--- src/verilog/crd_types_pkg.sv ---
// Credit class, counter and link-side types

package crd_types_pkg;

  // --------------------------------------------------------------------------
  // Sizes
  // --------------------------------------------------------------------------
  localparam int NUM_CLASSES = 3;
  localparam int CRD_W       = 16;
  localparam int HDR_UPD_W   = 2;
  localparam int DATA_UPD_W  = 4;

  // Credit class carried with each segment
  typedef enum logic [1:0] {
    CLASS_P    = 2'd0,
    CLASS_NP   = 2'd1,
    CLASS_CPL  = 2'd2,
    CLASS_NONE = 2'd3
  } crd_class_e;

  // Per-counter init handshake
  typedef enum logic [1:0] {
    ST_IDLE     = 2'd0,
    ST_WAIT_ACK = 2'd1,
    ST_INIT     = 2'd2,
    ST_ACTIVE   = 2'd3
  } crd_state_e;

  // --------------------------------------------------------------------------
  // Per-segment consumption, bit/field position matches crd_class_e value
  // --------------------------------------------------------------------------
  typedef struct packed {
    logic cpl;
    logic np;
    logic p;
  } crd_dec_t;

  typedef struct packed {
    logic [1:0] cpl;
    logic [1:0] np;
    logic [1:0] p;
  } data_dec_t;

  // --------------------------------------------------------------------------
  // Link side, indexed by class
  // --------------------------------------------------------------------------
  typedef struct packed {
    logic [NUM_CLASSES-1:0]                 hdr_init;
    logic [NUM_CLASSES-1:0]                 hdr_init_ack;
    logic [NUM_CLASSES-1:0]                 data_init;
    logic [NUM_CLASSES-1:0]                 data_init_ack;
    logic [NUM_CLASSES-1:0]                 hdr_update;
    logic [NUM_CLASSES-1:0]                 data_update;
    logic [NUM_CLASSES-1:0][HDR_UPD_W-1:0]  hdr_update_cnt;
    logic [NUM_CLASSES-1:0][DATA_UPD_W-1:0] data_update_cnt;
  } crd_link_t;

  typedef struct packed {
    logic [NUM_CLASSES-1:0][CRD_W-1:0] hdr_avail;
    logic [NUM_CLASSES-1:0][CRD_W-1:0] data_avail;
  } crd_avail_t;

  typedef struct packed {
    crd_state_e [NUM_CLASSES-1:0] hdr_state;
    crd_state_e [NUM_CLASSES-1:0] data_state;
  } crd_status_t;

endpackage

--- src/verilog/rx_st_pkg.sv ---
// Receive stream segment types

package rx_st_pkg;

  // --------------------------------------------------------------------------
  // Stream geometry
  // --------------------------------------------------------------------------
  localparam int NUM_SEGS = 4;

  // Empty dwords in an end segment, 0 to 7 of 8
  localparam int EMPTY_W = 3;

  // --------------------------------------------------------------------------
  // One segment as seen by the checker
  // --------------------------------------------------------------------------
  typedef struct packed {
    logic                      hvalid;
    logic                      sop;
    logic                      eop;
    logic                      dvalid;
    logic [EMPTY_W-1:0]        empty;
    crd_types_pkg::crd_class_e crd_type;
    // Header attributes, presented with every segment of the packet
    logic                      has_data;
    // Start alignment, saves one dword at the end
    logic                      dw_align;
  } rx_seg_t;

  // Segment 0 in the low bits
  typedef rx_seg_t [NUM_SEGS-1:0] rx_seg_arr_t;

endpackage

--- src/verilog/rx_seg_decode.sv ---
// Segment credit decode

`timescale 1ns/100ps

module rx_seg_decode (
  input  logic                     pld_clk,
  input  logic                     pld_rst_n,
  input  rx_st_pkg::rx_seg_t       seg_i,
  output crd_types_pkg::crd_dec_t  hdr_dec_o,
  output crd_types_pkg::data_dec_t data_dec_o
);

  import crd_types_pkg::*;

  crd_dec_t   hdr_nxt;
  data_dec_t  data_nxt;
  logic       short_end;
  logic [1:0] charge;

  // --------------------------------------------------------------------------
  // Header credit, one per start of packet
  // --------------------------------------------------------------------------
  always_comb begin
    hdr_nxt = '0;
    if (seg_i.hvalid && seg_i.sop) begin
      case (seg_i.crd_type)
        CLASS_P:   hdr_nxt.p   = 1'b1;
        CLASS_NP:  hdr_nxt.np  = 1'b1;
        CLASS_CPL: hdr_nxt.cpl = 1'b1;
        default:   hdr_nxt     = '0;
      endcase
    end
  end

  // --------------------------------------------------------------------------
  // Data credit, in 4-dword units
  // --------------------------------------------------------------------------

  // Last 3 dwords empty and aligned start, so one unit less
  assign short_end = seg_i.empty[1] & seg_i.empty[0] & seg_i.dw_align;

  always_comb begin
    if (!seg_i.eop) begin
      charge = 2'd2;
    end else if (!seg_i.empty[2]) begin
      charge = short_end ? 2'd1 : 2'd2;
    end else begin
      // Upper half of the segment empty
      charge = short_end ? 2'd0 : 2'd1;
    end
  end

  always_comb begin
    data_nxt = '0;
    if (seg_i.dvalid && seg_i.has_data) begin
      case (seg_i.crd_type)
        CLASS_P:   data_nxt.p   = charge;
        CLASS_NP:  data_nxt.np  = charge;
        CLASS_CPL: data_nxt.cpl = charge;
        default:   data_nxt     = '0;
      endcase
    end
  end

  // --------------------------------------------------------------------------
  // Output register
  // --------------------------------------------------------------------------
  always_ff @(posedge pld_clk) begin
    if (!pld_rst_n) begin
      hdr_dec_o  <= '0;
      data_dec_o <= '0;
    end else begin
      hdr_dec_o  <= hdr_nxt;
      data_dec_o <= data_nxt;
    end
  end

endmodule

--- src/verilog/crd_counter.sv ---
// Single credit counter with init handshake

`timescale 1ns/100ps

module crd_counter (
  input  logic                                 pld_clk,
  input  logic                                 pld_rst_n,
  input  logic                                 init_i,
  input  logic                                 init_ack_i,
  input  logic                                 update_i,
  input  logic [crd_types_pkg::DATA_UPD_W-1:0] update_cnt_i,
  input  logic [rx_st_pkg::NUM_SEGS-1:0][1:0]  dec_i,
  output logic [crd_types_pkg::CRD_W-1:0]      avail_o,
  output crd_types_pkg::crd_state_e            state_o
);

  import crd_types_pkg::*;
  import rx_st_pkg::*;

  crd_state_e       state_q;
  logic [CRD_W-1:0] avail_q;
  logic [CRD_W-1:0] upd_add;
  logic [CRD_W-1:0] dec_sum;

  // --------------------------------------------------------------------------
  // Add and subtract terms
  // --------------------------------------------------------------------------
  assign upd_add = update_i ? {{(CRD_W-DATA_UPD_W){1'b0}}, update_cnt_i} : '0;

  // Total consumed over all segments this cycle, at most 8
  always_comb begin
    dec_sum = '0;
    for (int s = 0; s < NUM_SEGS; s++) begin
      dec_sum = dec_sum + {{(CRD_W-2){1'b0}}, dec_i[s]};
    end
  end

  // --------------------------------------------------------------------------
  // Init FSM and available count
  // --------------------------------------------------------------------------
  always_ff @(posedge pld_clk) begin
    if (!pld_rst_n) begin
      state_q <= ST_IDLE;
      avail_q <= '0;
    end else begin
      case (state_q)
        ST_IDLE: begin
          if (init_i) begin
            state_q <= ST_WAIT_ACK;
          end
        end
        ST_WAIT_ACK: begin
          if (init_i && init_ack_i) begin
            state_q <= ST_INIT;
          end
        end
        ST_INIT: begin
          // Initial credits arrive as updates while init is held
          if (init_i) begin
            avail_q <= avail_q + upd_add;
          end else begin
            state_q <= ST_ACTIVE;
          end
        end
        ST_ACTIVE: begin
          // Wraps modulo 2^16
          avail_q <= avail_q + upd_add - dec_sum;
        end
      endcase
    end
  end

  assign avail_o = avail_q;
  assign state_o = state_q;

endmodule

--- src/verilog/rx_crd_check.sv ---
// Receive credit checker top

`timescale 1ns/100ps

module rx_crd_check (
  input  logic                      pld_clk,
  input  logic                      pld_rst_n,
  input  rx_st_pkg::rx_seg_arr_t    segs_i,
  input  crd_types_pkg::crd_link_t  link_i,
  output crd_types_pkg::crd_avail_t avail_o,
  output crd_types_pkg::crd_status_t status_o
);

  import crd_types_pkg::*;
  import rx_st_pkg::*;

  crd_dec_t  [NUM_SEGS-1:0] hdr_dec;
  data_dec_t [NUM_SEGS-1:0] data_dec;

  // Consumption regrouped per class
  logic [NUM_CLASSES-1:0][NUM_SEGS-1:0][1:0]  hdr_cls_dec;
  logic [NUM_CLASSES-1:0][NUM_SEGS-1:0][1:0]  data_cls_dec;
  logic [NUM_CLASSES-1:0][DATA_UPD_W-1:0]     hdr_upd_cnt;

  // --------------------------------------------------------------------------
  // Segment decoders
  // --------------------------------------------------------------------------
  for (genvar s = 0; s < NUM_SEGS; s++) begin : g_seg
    rx_seg_decode u_seg_dec (
      .pld_clk    (pld_clk),
      .pld_rst_n  (pld_rst_n),
      .seg_i      (segs_i[s]),
      .hdr_dec_o  (hdr_dec[s]),
      .data_dec_o (data_dec[s])
    );
  end

  // --------------------------------------------------------------------------
  // Header and data counters per class
  // --------------------------------------------------------------------------
  for (genvar c = 0; c < NUM_CLASSES; c++) begin : g_cls
    for (genvar s = 0; s < NUM_SEGS; s++) begin : g_slice
      assign hdr_cls_dec[c][s]  = {1'b0, hdr_dec[s][c]};
      assign data_cls_dec[c][s] = data_dec[s][2*c +: 2];
    end

    assign hdr_upd_cnt[c] = {{(DATA_UPD_W-HDR_UPD_W){1'b0}}, link_i.hdr_update_cnt[c]};

    crd_counter u_hdr_crd (
      .pld_clk      (pld_clk),
      .pld_rst_n    (pld_rst_n),
      .init_i       (link_i.hdr_init[c]),
      .init_ack_i   (link_i.hdr_init_ack[c]),
      .update_i     (link_i.hdr_update[c]),
      .update_cnt_i (hdr_upd_cnt[c]),
      .dec_i        (hdr_cls_dec[c]),
      .avail_o      (avail_o.hdr_avail[c]),
      .state_o      (status_o.hdr_state[c])
    );

    crd_counter u_data_crd (
      .pld_clk      (pld_clk),
      .pld_rst_n    (pld_rst_n),
      .init_i       (link_i.data_init[c]),
      .init_ack_i   (link_i.data_init_ack[c]),
      .update_i     (link_i.data_update[c]),
      .update_cnt_i (link_i.data_update_cnt[c]),
      .dec_i        (data_cls_dec[c]),
      .avail_o      (avail_o.data_avail[c]),
      .state_o      (status_o.data_state[c])
    );
  end

endmodule

--- config.mk ---
export PLATFORM = sky130hd
export DESIGN_NAME = rx_crd_check
export DESIGN_NICKNAME = d
export VERILOG_FILES = /design/src/verilog/crd_types_pkg.sv /design/src/verilog/rx_st_pkg.sv /design/src/verilog/rx_seg_decode.sv /design/src/verilog/crd_counter.sv /design/src/verilog/rx_crd_check.sv
export SDC_FILE = /design/constraint.sdc
export NUM_CORES = 1
export LEC_CHECK = 0
export BUFFER_PORTS_ARGS = -buffer_cell sky130_fd_sc_hd__buf_2
export CORE_UTILIZATION = 55
export CTS_CLUSTER_DIAMETER = 200
export CTS_CLUSTER_SIZE = 24
export DETAILED_ROUTE_END_ITERATION = 6
export GPL_ROUTABILITY_DRIVEN = 0
export PLACE_DENSITY = 0.82
export SLEW_MARGIN = 30
export SYNTH_ARGS = -nofsm -noshare
export SYNTH_HDL_FRONTEND = slang
export SYNTH_HIERARCHICAL = 1
export SYNTH_SLANG_ARGS = --single-unit
--- constraint.sdc ---
create_clock -name pld_clk -period 6.7 [get_ports pld_clk]
set_input_delay 1.005 -clock pld_clk [delete_from_list [all_inputs] [get_ports pld_clk]]
set_output_delay 1.005 -clock pld_clk [all_outputs]
set_load 0.02 [all_outputs]
==> run_results.csv <==
group,metric,value,unit
critical_path,path_delay_family,"adder cells",
pwr,p_per_area,230,nW/um2
synthesis,netlist_top_cells_area,"dfxtp_1 24%, ha_1 10%, fa_1 6.9%",
synthesis,async_reset_ff_share,0,%
synthesis,syn_area,12300,um2
detailed_routing,drcViolationCount,0,
global_routing,grt_start_max_net_pins,41,
critical_path,critPathMaxFanout,4,
clock_network,htree_levels,4,
floorplan,fp.dieH,151,um
floorplan,io_pins,190,
clock_network,clkLatencyLatePin,0.42,ns
timing,final.min_clock_period,4.42,ns
clock_network,clock-root-buffer,"clkbuf_16",
global_routing,grt_pass1_wl,50.1,mm
clock_network,post_cts_buffers,0,
global_routing,antenna_found_initial,6,
detailed_routing,vias,11500,
critical_path,worstPathCellList,"buf_2 > and2_1 > ha_1 > fa_1 > inv_1 > fa_1 > fa_1 > fa_1 > nor2b_1 > o21ai_0 > nand2_1 > nor2_1 > and3_1 > or4_1 > a21oi_1",
pwr,power_leakage,0.00566,uW
floorplan,dieArea,22900,um2
critical_path,arrival,4.75,ns
global_routing,track_usage,27.1,%
job,drv_cap,0,
final_layout,instances_no_fill,1938,
synthesis,ys.flop_type,"dfxtp_1",
detailed_routing,drt_iter0_markers,714,
synthesis,synth.largest_area_cell,"dfxtp_1",
global_routing,grt_pass1_vias,10600,
floorplan,start_util,56.2,%
clock_network,cts_tree,"yes",
synthesis,synth.yosys.seq_area_share,23.5,%
detailed_routing,avgRoutedWirePerCell,15.8,um
floorplan,coreArea,21800,um2
timing,fmax,226,MHz
global_routing,grt-ovfl-total,0,
timing,finalHoldViolCount,0,
timing,skew,0.00917,ns
floorplan,rows,54,
timing,drv_slew,0,
placement,dpl-instance-area,13400,um2
critical_path,crit_path_end_kind,"flip-flop",
placement,post-dp-hpwl,23.1,mm
floorplan,die_w,151,um
critical_path,slowest_delay,0.52,ns
synthesis,syn_avg_cell_area,8.37,um2
synthesis,ys_types,96,
clock_network,cts_hold_buf,0,
critical_path,crit_slowest_cell,"fa_1",
clock_network,path_clk_slew,0.06,ns
critical_path,path_buf_inv,2,
detailed_routing,drt-total-wl,30.6,mm
final_layout,syn_to_final_growth,14.3,%
critical_path,worstSetupPathType,"input pin to flip-flop",
clock_network,cts_buffers,17,
detailed_routing,antenna_left,0,
placement,portBuffers,189,
placement,dp_cells,1901,
timing,fin_hold_ws,0.468,ns
synthesis,yosysTopAreaCellShare,23.5,%
timing,rsz0062_at_grt,"no",
synthesis,synth_edf_count,0,
synthesis,synth_most_common_cell,"dfxtp_1",
final_layout,fin_area,14000,um2
synthesis,synthTopCellsByCount,"144 x dfxtp_1, 132 x nor2_1, 100 x ha_1, 89 x a21oi_1, 88 x inv_1",
final_layout,drive_gt1_share,18.9,%
clock_network,cts_resized,0,
critical_path,required,7.03,ns
pwr,ir_drop,0.145,mV
clock_network,cts.path.max_buffers,2,
timing,tightestPinTransition,0.910,ns
final_layout,fin_nets,1864,
critical_path,cp-start-kind,"input pin",
timing,setup_viol,0,
min_path,hp-class,"flip-flop to flip-flop",
detailed_routing,first_pass_iters,5,
synthesis,syn_inst,1465,
critical_path,cp_common_cell,"fa_1",
clock_network,clock_sinks,144,
timing,period_share,66.0,%
outcome,status,"finished, final reports clean",
detailed_routing,viasPerCell,5.94,
pwr,finalPower,3220,uW
synthesis,synth_seq_cells,144,
timing,setup_tns,0,ns
timing,slew-limit-headroom,39.3,%
synthesis,synth_warnings,6,
## through the flow
step	worst slack (ns)	utilization [%]
floorplan	2.24	-
global placement	2.00	61.3
detailed placement	1.91	61.3
CTS	2.30	64.1
global route	2.07	64.2
finish	2.28	64.2
## worst reg2reg max path: stages (launching register included)
cell and delay, ns:
dfxtp_1 0.33, ha_1 0.26, fa_1 0.52, inv_1 0.10
fa_1 0.50, fa_1 0.45, fa_1 0.42, nor2b_1 0.12
o21ai_0 0.10, nand2_1 0.12, nor2_1 0.06, and3_1 0.21
or4_1 0.51, a21oi_1 0.16
## logic make-up (layout without fill, tap and decap cells)
group | count (synthesis) | count (layout) | synth area share, %
AO/OA/AOI/OAI | 349 | 349 | 20.6
XOR/XNOR | 60 | 60 | 4.29
adder cells (fa/ha/maj) | 142 | 142 | 17.1
buffers and inverters | 141 | 312 | 4.88
flip-flops | 144 | 144 | 23.5
multiplexers | 40 | 40 | 3.28
other | 1 | 23 | 0.0306
AND/OR/NAND/NOR | 588 | 588 | 26.3
## cell usage in the layout (no fill, tap or decap), drive strengths merged, types with 22 or more instances in the layout
master	n
nor2	136
nor3	80
inv	90
nand2	72
xnor2	53
and2	27
mux2i	39
or3	39
fa	42
o21ai	72
dfxtp	144
ha	100
nand3	66
and3	22
nor2b	22
a21oi	98
a211oi	43
buf	191
## per-layer routing
layer | vias to the layer above | GRT usage [%] | routed length, um
met5 | - | 0 | 23
met4 | 4 | 8.05 | 442
met3 | 37 | 5.09 | 1990
met2 | 350 | 43.7 | 14200
met1 | 5449 | 36.6 | 13900
li1 | 5678 | - | -
## power breakdown
group,switching (uW),internal [uW],total (uW)
Sequential,89.0,921,1010
Combinational,743,459,1200
Clock,391,617,1010
Total,1220,2000,3220
## registers in the layout, indices dropped and copies added, names as in the netlist
name	count
g_cls.u_data_crd/avail_o	48
g_cls.u_hdr_crd/avail_o	48
g_seg.u_seg_dec/data_dec_o	24
g_seg.u_seg_dec/hdr_dec_o	12
g_cls.u_data_crd/state_o	6
g_cls.u_hdr_crd/state_o	6
## worst paths after layout
kind,from,end,slack (ns),depth (start not counted)
max,link_i[22],g_cls[1].u_hdr_crd/avail_o[12],2.28,15
min,g_cls[0].u_hdr_crd/avail_o[15],g_cls[0].u_hdr_crd/avail_o[15],0.47,2
max reg2reg,g_cls[1].u_hdr_crd/avail_o[0],g_cls[1].u_hdr_crd/avail_o[12],2.77,13
min reg2reg,g_cls[0].u_hdr_crd/avail_o[15],g_cls[0].u_hdr_crd/avail_o[15],0.47,2
## area by class of cell
cell class / count / area (um2)
timing repair buffer: 191 / 961
sequential: 144 / 2880
fill: 1906 / 7810
clock buffer: 20 / 467
antenna: 5 / 12.5
clock inverter: 12 / 158
multi-input combinational: 1197 / 8840
tap: 280 / 350
inverter: 89 / 334
(Power assumes the default switching activity.)
